## config.mk

```make
export PLATFORM = sky130hd
export DESIGN_NAME = sdram_ctrl
export DESIGN_NICKNAME = d
export VERILOG_FILES = /design/src/rtl/sdram_pkg.sv /design/src/rtl/cmd_sequencer.sv /design/src/rtl/req_queue.sv /design/src/rtl/row_tracker.sv /design/src/rtl/sdram_ctrl.sv
export SDC_FILE = /design/constraint.sdc
export NUM_CORES = 1
export LEC_CHECK = 0
export BUFFER_PORTS_ARGS = -buffer_cell sky130_fd_sc_hd__buf_2
export CAP_MARGIN = 20
export CORE_UTILIZATION = 40
export CTS_CLUSTER_DIAMETER = 40
export CTS_CLUSTER_SIZE = 10
export DETAILED_ROUTE_END_ITERATION = 8
export PLACE_DENSITY = 0.68
export RECOVER_POWER = 25
export SYNTH_ARGS = -nofsm -noshare
export SYNTH_HDL_FRONTEND = slang
export SYNTH_SLANG_ARGS = --single-unit
```

## constraint.sdc

```tcl
create_clock -name clk -period 5.5 [get_ports clk]
set_input_delay 1.1 -clock clk [delete_from_list [all_inputs] [get_ports clk]]
set_output_delay 1.1 -clock clk [all_outputs]
set_load 0.03 [all_outputs]
```

## src/rtl/sdram_pkg.sv

```systemverilog
package sdram_pkg;

    localparam int QUEUE_DEPTH      = 4;
    localparam int T_RP             = 3;    // precharge to next command
    localparam int T_RCD            = 3;    // active to read/write
    localparam int T_RFC            = 7;    // refresh to next command
    localparam int CAS_LATENCY      = 3;
    localparam int WRITE_RECOVERY   = 3;
    localparam int REFRESH_INTERVAL = 752;
    localparam int AP_BIT           = 10;   // all-bank precharge select

    typedef logic [12:0] row_addr_t;
    typedef logic [1:0]  bank_addr_t;
    typedef logic [7:0]  col_addr_t;
    typedef logic [22:0] user_addr_t;   // {row, bank, col}
    typedef logic [31:0] sdram_word_t;

    // {cs_n, ras_n, cas_n, we_n}
    typedef enum logic [3:0] {
        CMD_NOP       = 4'b0111,
        CMD_ACTIVE    = 4'b0011,
        CMD_READ      = 4'b0101,
        CMD_WRITE     = 4'b0100,
        CMD_PRECHARGE = 4'b0010,
        CMD_REFRESH   = 4'b0001
    } sdram_cmd_t;

    typedef struct packed {
        logic        write;     // 1 = write, 0 = read
        user_addr_t  addr;
        sdram_word_t data;      // write payload
    } sdram_req_t;

    typedef struct packed {
        logic        cke;
        sdram_cmd_t  cmd;
        bank_addr_t  ba;
        logic [12:0] a;
        sdram_word_t dq_out;
        logic        dq_oe;
    } sdram_pins_t;

    typedef enum logic [1:0] {
        ROW_CLOSED,
        ROW_HIT,
        ROW_CONFLICT
    } row_state_t;

    typedef enum logic [3:0] {
        ST_IDLE,
        ST_PRECHARGE,
        ST_REFRESH,
        ST_ACTIVATE,
        ST_READ,
        ST_WRITE,
        ST_WAIT,
        ST_READ_CAPTURE
    } seq_state_t;

    // address field split
    function automatic row_addr_t addr_row(input user_addr_t addr);
        return addr[22:10];
    endfunction

    function automatic bank_addr_t addr_bank(input user_addr_t addr);
        return addr[9:8];
    endfunction

    function automatic col_addr_t addr_col(input user_addr_t addr);
        return addr[7:0];
    endfunction

endpackage

```

## src/rtl/cmd_sequencer.sv

```systemverilog
`timescale 1ns/10ps

module cmd_sequencer import sdram_pkg::*; (
    input  logic        clk,
    input  logic        rst,
    input  sdram_req_t  head,
    input  logic        head_valid,
    output logic        pop,
    input  row_state_t  row_state,
    output bank_addr_t  lookup_bank,
    output row_addr_t   lookup_row,
    output logic        mark_open,
    output bank_addr_t  open_bank,
    output row_addr_t   open_row,
    output logic        close_bank,
    output bank_addr_t  close_bank_sel,
    output logic        close_all,
    output sdram_pins_t pins,
    input  sdram_word_t sdram_dqi,
    output sdram_word_t rd_data,
    output logic        rd_valid
);

    seq_state_t  state, state_d;
    seq_state_t  ret_state, ret_state_d;    // where ST_WAIT goes next
    logic [2:0]  delay_cnt, delay_cnt_d;
    sdram_req_t  cur_req, cur_req_d;
    logic        pre_all, pre_all_d;        // precharge all banks for refresh
    sdram_pins_t pins_d;

    logic [$clog2(REFRESH_INTERVAL)-1:0] refresh_cnt;
    logic        refresh_pending;
    logic        take_refresh;
    logic        rd_capture;
    sdram_word_t dqi_q;

    assign lookup_bank = addr_bank(head.addr);
    assign lookup_row  = addr_row(head.addr);

    // row tracker updates follow the command being issued
    assign mark_open      = (state == ST_ACTIVATE);
    assign open_bank      = addr_bank(cur_req.addr);
    assign open_row       = addr_row(cur_req.addr);
    assign close_bank     = (state == ST_PRECHARGE) && !pre_all;
    assign close_bank_sel = addr_bank(cur_req.addr);
    assign close_all      = (state == ST_PRECHARGE) && pre_all;

    always_comb begin
        state_d     = state;
        ret_state_d = ret_state;
        delay_cnt_d = delay_cnt;
        cur_req_d   = cur_req;
        pre_all_d   = pre_all;
        pop          = 1'b0;
        take_refresh = 1'b0;
        rd_capture   = 1'b0;

        pins_d.cke    = 1'b1;
        pins_d.cmd    = CMD_NOP;
        pins_d.ba     = addr_bank(cur_req.addr);
        pins_d.a      = '0;
        pins_d.dq_out = cur_req.data;
        pins_d.dq_oe  = 1'b0;

        case (state)
            ST_IDLE: begin
                if (refresh_pending) begin
                    // close everything before refresh
                    take_refresh = 1'b1;
                    pre_all_d    = 1'b1;
                    ret_state_d  = ST_REFRESH;
                    state_d      = ST_PRECHARGE;
                end else if (head_valid) begin
                    pop       = 1'b1;
                    cur_req_d = head;
                    pre_all_d = 1'b0;
                    case (row_state)
                        ROW_HIT: begin
                            state_d = head.write ? ST_WRITE : ST_READ;
                        end
                        ROW_CONFLICT: begin
                            ret_state_d = ST_ACTIVATE;
                            state_d     = ST_PRECHARGE;
                        end
                        default: begin
                            state_d = ST_ACTIVATE;   // bank closed
                        end
                    endcase
                end
            end

            ST_PRECHARGE: begin
                pins_d.cmd        = CMD_PRECHARGE;
                pins_d.a[AP_BIT]  = pre_all;
                delay_cnt_d       = 3'(T_RP - 2);
                state_d           = ST_WAIT;
            end

            ST_REFRESH: begin
                pins_d.cmd  = CMD_REFRESH;
                delay_cnt_d = 3'(T_RFC - 2);
                ret_state_d = ST_IDLE;
                state_d     = ST_WAIT;
            end

            ST_ACTIVATE: begin
                pins_d.cmd  = CMD_ACTIVE;
                pins_d.a    = addr_row(cur_req.addr);
                delay_cnt_d = 3'(T_RCD - 2);
                ret_state_d = cur_req.write ? ST_WRITE : ST_READ;
                state_d     = ST_WAIT;
            end

            ST_READ: begin
                pins_d.cmd      = CMD_READ;
                pins_d.a[9:2]   = addr_col(cur_req.addr);
                // two extra cycles for the dqi register and capture
                delay_cnt_d     = 3'(CAS_LATENCY);
                ret_state_d     = ST_READ_CAPTURE;
                state_d         = ST_WAIT;
            end

            ST_WRITE: begin
                pins_d.cmd      = CMD_WRITE;
                pins_d.a[9:2]   = addr_col(cur_req.addr);
                pins_d.dq_oe    = 1'b1;     // data goes out with the command
                delay_cnt_d     = 3'(WRITE_RECOVERY - 2);
                ret_state_d     = ST_IDLE;
                state_d         = ST_WAIT;
            end

            ST_WAIT: begin
                if (delay_cnt == '0) begin
                    state_d = ret_state;
                end else begin
                    delay_cnt_d = delay_cnt - 1'b1;
                end
            end

            ST_READ_CAPTURE: begin
                rd_capture = 1'b1;
                state_d    = ST_IDLE;
            end

            default: begin
                state_d = ST_IDLE;
            end
        endcase
    end

    always_ff @(posedge clk) begin
        if (rst) begin
            state     <= ST_IDLE;
            ret_state <= ST_IDLE;
            delay_cnt <= '0;
            pre_all   <= 1'b0;
        end else begin
            state     <= state_d;
            ret_state <= ret_state_d;
            delay_cnt <= delay_cnt_d;
            pre_all   <= pre_all_d;
        end
        cur_req <= cur_req_d;
    end

    // refresh timer, a new tick wins over the clear
    always_ff @(posedge clk) begin
        if (rst) begin
            refresh_cnt     <= '0;
            refresh_pending <= 1'b0;
        end else begin
            if (refresh_cnt == REFRESH_INTERVAL - 1) begin
                refresh_cnt     <= '0;
                refresh_pending <= 1'b1;
            end else begin
                refresh_cnt <= refresh_cnt + 1'b1;
                if (take_refresh) begin
                    refresh_pending <= 1'b0;
                end
            end
        end
    end

    // pin registers, cke held low only during reset
    always_ff @(posedge clk) begin
        if (rst) begin
            pins.cke   <= 1'b0;
            pins.cmd   <= CMD_NOP;
            pins.dq_oe <= 1'b0;
        end else begin
            pins.cke   <= pins_d.cke;
            pins.cmd   <= pins_d.cmd;
            pins.dq_oe <= pins_d.dq_oe;
        end
        pins.ba     <= pins_d.ba;
        pins.a      <= pins_d.a;
        pins.dq_out <= pins_d.dq_out;
    end

    // read data path
    always_ff @(posedge clk) begin
        dqi_q <= sdram_dqi;
        if (rd_capture) begin
            rd_data <= dqi_q;
        end
    end

    always_ff @(posedge clk) begin
        if (rst) begin
            rd_valid <= 1'b0;
        end else begin
            rd_valid <= rd_capture;
        end
    end

endmodule

```

## src/rtl/req_queue.sv

```systemverilog
`timescale 1ns/10ps

module req_queue import sdram_pkg::*; (
    input  logic       clk,
    input  logic       rst,
    input  logic       push,
    input  sdram_req_t push_req,
    input  logic       pop,
    output sdram_req_t head,
    output logic       head_valid,
    output logic       credit_return
);

    sdram_req_t                       entries [QUEUE_DEPTH];
    logic [$clog2(QUEUE_DEPTH)-1:0]   wr_ptr;
    logic [$clog2(QUEUE_DEPTH)-1:0]   rd_ptr;
    logic [$clog2(QUEUE_DEPTH):0]     count;    // one extra bit for full
    logic                             pop_ok;

    // credits keep occupancy at or below depth, so push never sees a full queue
    assign pop_ok     = pop && head_valid;
    assign head_valid = (count != '0);
    assign head       = entries[rd_ptr];

    always_ff @(posedge clk) begin
        if (push) begin
            entries[wr_ptr] <= push_req;
        end
    end

    always_ff @(posedge clk) begin
        if (rst) begin
            wr_ptr <= '0;
            rd_ptr <= '0;
        end else begin
            if (push) begin
                wr_ptr <= wr_ptr + 1'b1;    // wraps, depth is a power of two
            end
            if (pop_ok) begin
                rd_ptr <= rd_ptr + 1'b1;
            end
        end
    end

    always_ff @(posedge clk) begin
        if (rst) begin
            count <= '0;
        end else begin
            case ({push, pop_ok})
                2'b10:   count <= count + 1'b1;
                2'b01:   count <= count - 1'b1;
                default: count <= count;     // none, or push and pop together
            endcase
        end
    end

    // one credit back per request handed to the sequencer
    always_ff @(posedge clk) begin
        if (rst) begin
            credit_return <= 1'b0;
        end else begin
            credit_return <= pop_ok;
        end
    end

endmodule

```

## src/rtl/row_tracker.sv

```systemverilog
`timescale 1ns/10ps

module row_tracker import sdram_pkg::*; (
    input  logic       clk,
    input  logic       rst,
    input  bank_addr_t lookup_bank,
    input  row_addr_t  lookup_row,
    output row_state_t row_state,
    input  logic       mark_open,
    input  bank_addr_t open_bank,
    input  row_addr_t  open_row,
    input  logic       close_bank,
    input  bank_addr_t close_bank_sel,
    input  logic       close_all
);

    logic [(1 << $bits(bank_addr_t))-1:0] open_flags;   // one per bank
    row_addr_t open_rows [1 << $bits(bank_addr_t)];

    // classify the lookup against the open row of its bank
    always_comb begin
        if (!open_flags[lookup_bank]) begin
            row_state = ROW_CLOSED;
        end else if (open_rows[lookup_bank] == lookup_row) begin
            row_state = ROW_HIT;
        end else begin
            row_state = ROW_CONFLICT;
        end
    end

    always_ff @(posedge clk) begin
        if (rst) begin
            open_flags <= '0;
        end else begin
            if (close_all) begin
                open_flags <= '0;
            end else begin
                if (close_bank) begin
                    open_flags[close_bank_sel] <= 1'b0;
                end
                if (mark_open) begin
                    open_flags[open_bank] <= 1'b1;
                end
            end
        end
    end

    // row address only meaningful while its flag is set
    always_ff @(posedge clk) begin
        if (mark_open) begin
            open_rows[open_bank] <= open_row;
        end
    end

endmodule

```

## src/rtl/sdram_ctrl.sv

```systemverilog
`timescale 1ns/10ps

module sdram_ctrl import sdram_pkg::*; (
    input  logic        clk,
    input  logic        rst,
    input  logic        req_valid,
    input  sdram_req_t  req,
    output logic        credit_return,
    output sdram_word_t rd_data,
    output logic        rd_valid,
    output sdram_pins_t pins,
    input  sdram_word_t sdram_dqi
);

    sdram_req_t head;
    logic       head_valid;
    logic       pop;

    row_state_t row_state;
    bank_addr_t lookup_bank;
    row_addr_t  lookup_row;
    logic       mark_open;
    bank_addr_t open_bank;
    row_addr_t  open_row;
    logic       close_bank;
    bank_addr_t close_bank_sel;
    logic       close_all;

    // every valid request spends a credit, so it is always pushed
    req_queue i_req_queue (
        .clk           (clk),
        .rst           (rst),
        .push          (req_valid),
        .push_req      (req),
        .pop           (pop),
        .head          (head),
        .head_valid    (head_valid),
        .credit_return (credit_return)
    );

    cmd_sequencer i_cmd_sequencer (
        .clk            (clk),
        .rst            (rst),
        .head           (head),
        .head_valid     (head_valid),
        .pop            (pop),
        .row_state      (row_state),
        .lookup_bank    (lookup_bank),
        .lookup_row     (lookup_row),
        .mark_open      (mark_open),
        .open_bank      (open_bank),
        .open_row       (open_row),
        .close_bank     (close_bank),
        .close_bank_sel (close_bank_sel),
        .close_all      (close_all),
        .pins           (pins),
        .sdram_dqi      (sdram_dqi),
        .rd_data        (rd_data),
        .rd_valid       (rd_valid)
    );

    row_tracker i_row_tracker (
        .clk            (clk),
        .rst            (rst),
        .lookup_bank    (lookup_bank),
        .lookup_row     (lookup_row),
        .row_state      (row_state),
        .mark_open      (mark_open),
        .open_bank      (open_bank),
        .open_row       (open_row),
        .close_bank     (close_bank),
        .close_bank_sel (close_bank_sel),
        .close_all      (close_all)
    );

endmodule

```

## Word level (Yosys, flattened, before mapping)

Memories as Yosys holds them, arrays and structs flattened. A register that Yosys moved wholly into a read port is not among the register bits.
Index checks and enable logic that the tools add are counted.

- Register bits after elaboration: 209
- Memory bits (writable): 276
- Bits of input ports: 91
- Memories kept: 2

Memory list:

| name | words | width | rd ports | clocked after Yosys merged registers in | write ports | line | source |
|---|---|---|---|---|---|---|---|
| i_req_queue.entries | 4 | 56 | 1 | 1 | 1 | req_queue.sv:14 | `sdram_req_t entries [QUEUE_DEPTH];` |
| i_row_tracker.open_rows | 4 | 13 | 1 | 0 | 1 | row_tracker.sv:18 | `row_addr_t open_rows [1 << $bits(bank_addr_t)];` |

- Add/sub/neg operators: 6
- Order comparisons: 3
- Eq/ne operators: 17
- Muxes and demuxes: 45
- Bitwise logic cells: 4
- Reductions and logical operators: 24

Operators with widths:

| cell | count |
|---|---|
| two-way mux 4 bit | 10 |
| two-way mux 1 bit | 19 |
| == test 4 x 3 -> 1 bit (second input constant) | 4 |
| case mux 4 bit (4 select lines) | 1 |
| case mux 8 bit (2 select lines) | 1 |
| case mux 3 bit (5 select lines) | 1 |
| == test 13 bit | 1 |
| case mux 3 bit (4 select lines) | 1 |
| case mux 4 bit (3 select lines) | 1 |
| adder 10 x 1 -> 10 bit (second input constant) | 1 |
| == test 10 bit (second input constant) | 1 |
| == test 4 x 2 -> 1 bit (second input constant) | 2 |
| two-way mux 2 bit | 4 |
| case mux 4 bit (2 select lines) | 1 |
| nonzero test 4 bit | 2 |
| OR reduction 2 bit | 4 |
| less-than comparator 2 x 3 -> 1 bit (second input constant) | 2 |
| case mux 3 bit (2 select lines) | 1 |
| AND reduction 2 bit | 3 |
| AND reduction 3 bit | 2 |
| nonzero test 2 bit | 3 |
| subtractor 3 x 1 -> 3 bit (second input constant) | 2 |
| two-way mux 5 bit | 1 |
| OR reduction 5 bit | 1 |
| other kinds (24) | 30 |

## Logic depth before layout (Yosys ltp)

- Word-level depth: 11
- Gate-level depth with buffers: 11
- Mapped depth without buffers: 10

## By module

A second synthesis with hierarchy kept.

- Cell total of the unflattened synthesis: 834
- Area, all modules: 16814.9 um^2

By module, submodules not included:

| module | instances | cells each | area an instance (um^2) | seq. area each (um^2) |
|---|---|---|---|---|
| req_queue | 1 | 342 | 8584.5 | 6926.6 |
| cmd_sequencer | 1 | 377 | 5930.7 | 4764.6 |
| row_tracker | 1 | 115 | 2299.7 | 1641.6 |

## Least setup slack after synthesis

OpenSTA, ideal clock, no wires.

- Path type: register -> register
- Start point: register i_cmd_sequencer.state[0]
- End point: register i_cmd_sequencer.cur_req, in the netlist i_cmd_sequencer.close_bank_sel[0], enable pin
- Setup time: 0.470 ns
- Arrival time: 3.455 ns
- Data required time: 5.030 ns
- Slack: 1.575 ns
- Stages on the path, launching flop included: 6
- Path buffers: 1
- Period minus slack after synthesis: 3.925 ns
- Path through: dfxtp_1 -> clkbuf_1 -> nor2_1 -> nand2_1 -> or2_2 -> nor2_1

- Cells in the longest elaborated chain, start to end: 2

Ends and longest elaborated chain:

| element | line | source |
|---|---|---|
| from (decl) | cmd_sequencer.sv:24 | `seq_state_t state, state_d;` |
| from (signal assigned) | cmd_sequencer.sv:158 | `state <= state_d;` |
| logical NOT 4 bit | cmd_sequencer.sv:65 | `case (state)` |
| AND reduction 3 bit (no source line) | -- |  |
| to (signal assigned) | cmd_sequencer.sv:163 | `cur_req <= cur_req_d;` |
| to (decl) | cmd_sequencer.sv:27 | `sdram_req_t cur_req, cur_req_d;` |

Every way passes these cells.
A chain may end at the register's enable or synchronous reset.

==> metrics.cfg <==
[synthesis]
synth_compound_area_share_pct = 2.30
ys_ff_latch = 484
synth-adder-area-share_pct = 0.879
synth.distinct_cells = 47
avgSynthCellArea_um2 = 20.0
synth-main-ff-cell = edfxtp_1
yosys_warnings = 0
async_flop_share_pct = 0
synth.top_cell.area_share_pct = 66.2
synth_top_family_by_area = multiplexers
synth_most_common_cell = edfxtp_1
synthTopCellsByCount = edfxtp_1, dfxtp_1, mux4_2, mux2i_1, nor2_1
syn_area_um2 = 16500
ys_seq_area_share_pct = 80.7
synth-simple-area-share_pct = 3.12
synth_xor_area_share_pct = 1.27
yosysTopAreaCell = edfxtp_1
synthTopCellsByArea = edfxtp_1, dfxtp_1, mux4_2
synth_nets = 929
synth_edf_count = 364
syn_inst = 827
synth.area.mux_share_pct = 10.3

[worst_setup_path]
reg2reg_slack_ps = 2260
cp.required_ps = 5960
criticalPathCategory = reg -> reg
crit_arrival_ps = 3700
worstPathMaxFanout = 28
slowest_delay_ps = 940
cp-end-kind = flop
endpoint = i_cmd_sequencer.state[0]
start_kind = flop
crit_top_cell = mux2i_1
path_cells = mux4_2 -> mux2i_1 -> mux2i_1 -> xnor2_1 -> nand4_1 -> nor4_1 -> a211o_1 -> o41ai_1
r2r_cells = 8
slowest_stage = mux4_2
r2r_end = i_cmd_sequencer.state[0]

[timing]
timing.setup.tns_ps = 0
worst_pin_slew_ps = 932
holdWs_ps = 335
drv_slew = 0
finalWorstSetupSlack_ps = 2260
finClkSkew_ps = 30.9
fin_crit_sh_pct = 59.0
hold_violations = 0
relSlewSlack_pct = 37.4
rsz0062_at_grt = false
setup_viol = 0
max_freq_mhz = 308
period_needed_ps = 3240

[place]
dp_slack_ps = 2210
gp_congestion = 0.818
port_buffers = 176
placed_area_um2 = 18000
hpwl_um = 18200

[detailed_routing]
dr.first_iter.drc_count = 440
remaining_drc_errors = 0
dr_total_vias = 8002
postRouteWirelength_um = 30600
wl_per_cell_um = 18.5
drtAntennaViolNets = 0
drt-pass1-iter-count = 5
vias_per_cell = 4.85

[pwr]
p_leak_nw = 7.15
power_density_nw_per_um2 = 519
vdd_drop_max_uv = 430

[global_routing]
gr-usage-all-layers_pct = 14.7
grt_pass1_vias = 8160
grt_max_degree = 57
grt_pass1_wl_um = 46100
grt_antenna_before_repair = 8
grt_overflow_total = 0

[clocking]
clockBufferDepth = 3
worstSkewPairLatency_ps = 590
cts_tree = built
post_cts_buffers = 0
ctsHoldBuffers = 0
cts-root-buf = clkbuf_16
clk_pin_slew_ps = 50
cts.sinks = 484
htreeDepth = 3
numCtsBuffers = 70
cts-resized-gates = 0

[floorplanning]
io_pins = 178
rows = 74
core-area_um2 = 40700
start_util_pct = 40.5
die_w_um = 205
die-height_um = 205
dieArea_um2 = 42100

[run]
drv_cap = 0

[cells_and_area]
final_cell_area_um2 = 20200
area_growth_pct = 22.6
layout.nets = 1163
final_layout_size_suffix_gt1_share_pct = 29.3

[outcome]
status = completed

[worst_hold_path]
hold_class = reg -> reg

==> final cells by class <==
type	count	area (µm²)
multi-input cells	302	2980
flip-flops and latches	484	13300
diodes	2	5.00
well taps	532	666
fillers	3317	20500
clock inverters	30	364
repair buffers	188	941
inverters	15	56.3
clock buffers	97	1890
==> worst min-delay path by stage <==
| stage | startpoint | to | slack (ps) | cells after the start |
|---|---|---|---|---|
| finish | i_cmd_sequencer.cur_req[2] | i_cmd_sequencer.pins[3] | 330 | 0 |
| global route | i_cmd_sequencer.cur_req[2] | i_cmd_sequencer.pins[3] | 340 | 0 |
| CTS | i_cmd_sequencer.cur_req[2] | i_cmd_sequencer.pins[3] | 330 | 0 |
| detailed placement | i_cmd_sequencer.cur_req[0] | i_cmd_sequencer.pins[1] | 330 | 0 |
| global placement | i_cmd_sequencer.cur_req[10] | i_cmd_sequencer.pins[11] | 330 | 0 |
| floorplan | i_cmd_sequencer.cur_req[9] | i_cmd_sequencer.pins[10] | 320 | 0 |
==> cells in the final DEF, fill, tap and decap left out, types with 19 or more instances in the layout <==
master	synthesis	final
edfxtp_1	364	364
buf_2	2	152
dfxtp_1	120	118
clkbuf_16	0	70
mux4_2	53	53
clkbuf_1	11	47
mux2i_1	41	41
nor2_1	41	40
a21oi_1	23	23
o21ai_0	19	19
==> power by group <==
group,internal [mW],total [mW],switching (mW)
logic,0.529,1.51,0.979
clock network,2.59,4.19,1.60
registers,4.56,4.80,0.245
total,7.68,10.5,2.83
==> per-layer routing <==
metal / global-route usage, % / vias up / share of wire (%)
li1: - / 3702 / -
met3: 5.96 / 67 / 9.0
met1: 18.4 / 3928 / 42
met4: 5.32 / 8 / 2.2
met2: 23.1 / 297 / 47
met5: 0 / - / 0.17
==> kinds of logic (layout without fill, tap and decap cells) <==
logic type	Yosys count	count (layout)
adders and majority gates	11	11
xor gates and xnor gates	24	24
buffers and inverters	41	330
other	1	3
and+or+nand+nor	105	105
DFF	484	484
muxes	98	98
AOI/OAI and AO/OA	63	63
==> stage by stage <==
stage	cells	util (%)	total power, mW
detailed placement	1521	44.2	6.40
global route	1648	49.7	10.9
CTS	1648	49.7	10.6
floorplan	827	-	5.89
global placement	1521	44.2	6.37
finish	1650	49.7	10.5
==> state kept, by name, summed over array words and instances (netlist names), 10 cells and up, named ones only <==
name	flops
i_req_queue.entries	224
i_cmd_sequencer.pins	52
i_row_tracker.open_rows	52
i_cmd_sequencer.cur_req	41
i_cmd_sequencer.dqi_q	32
i_cmd_sequencer.rd_data	32
i_cmd_sequencer.open_row	13
i_cmd_sequencer.refresh_cnt	10
==> critical path, delay by kind of cell (launching register included) <==
kind	cells	cell delay (ps)
XOR/XNOR	1	150
flip-flops	1	590
AND/OR/NAND/NOR	2	740
multiplexers	3	1360
AO/OA/AOI/OAI	2	250
(Power assumes the default switching activity.)
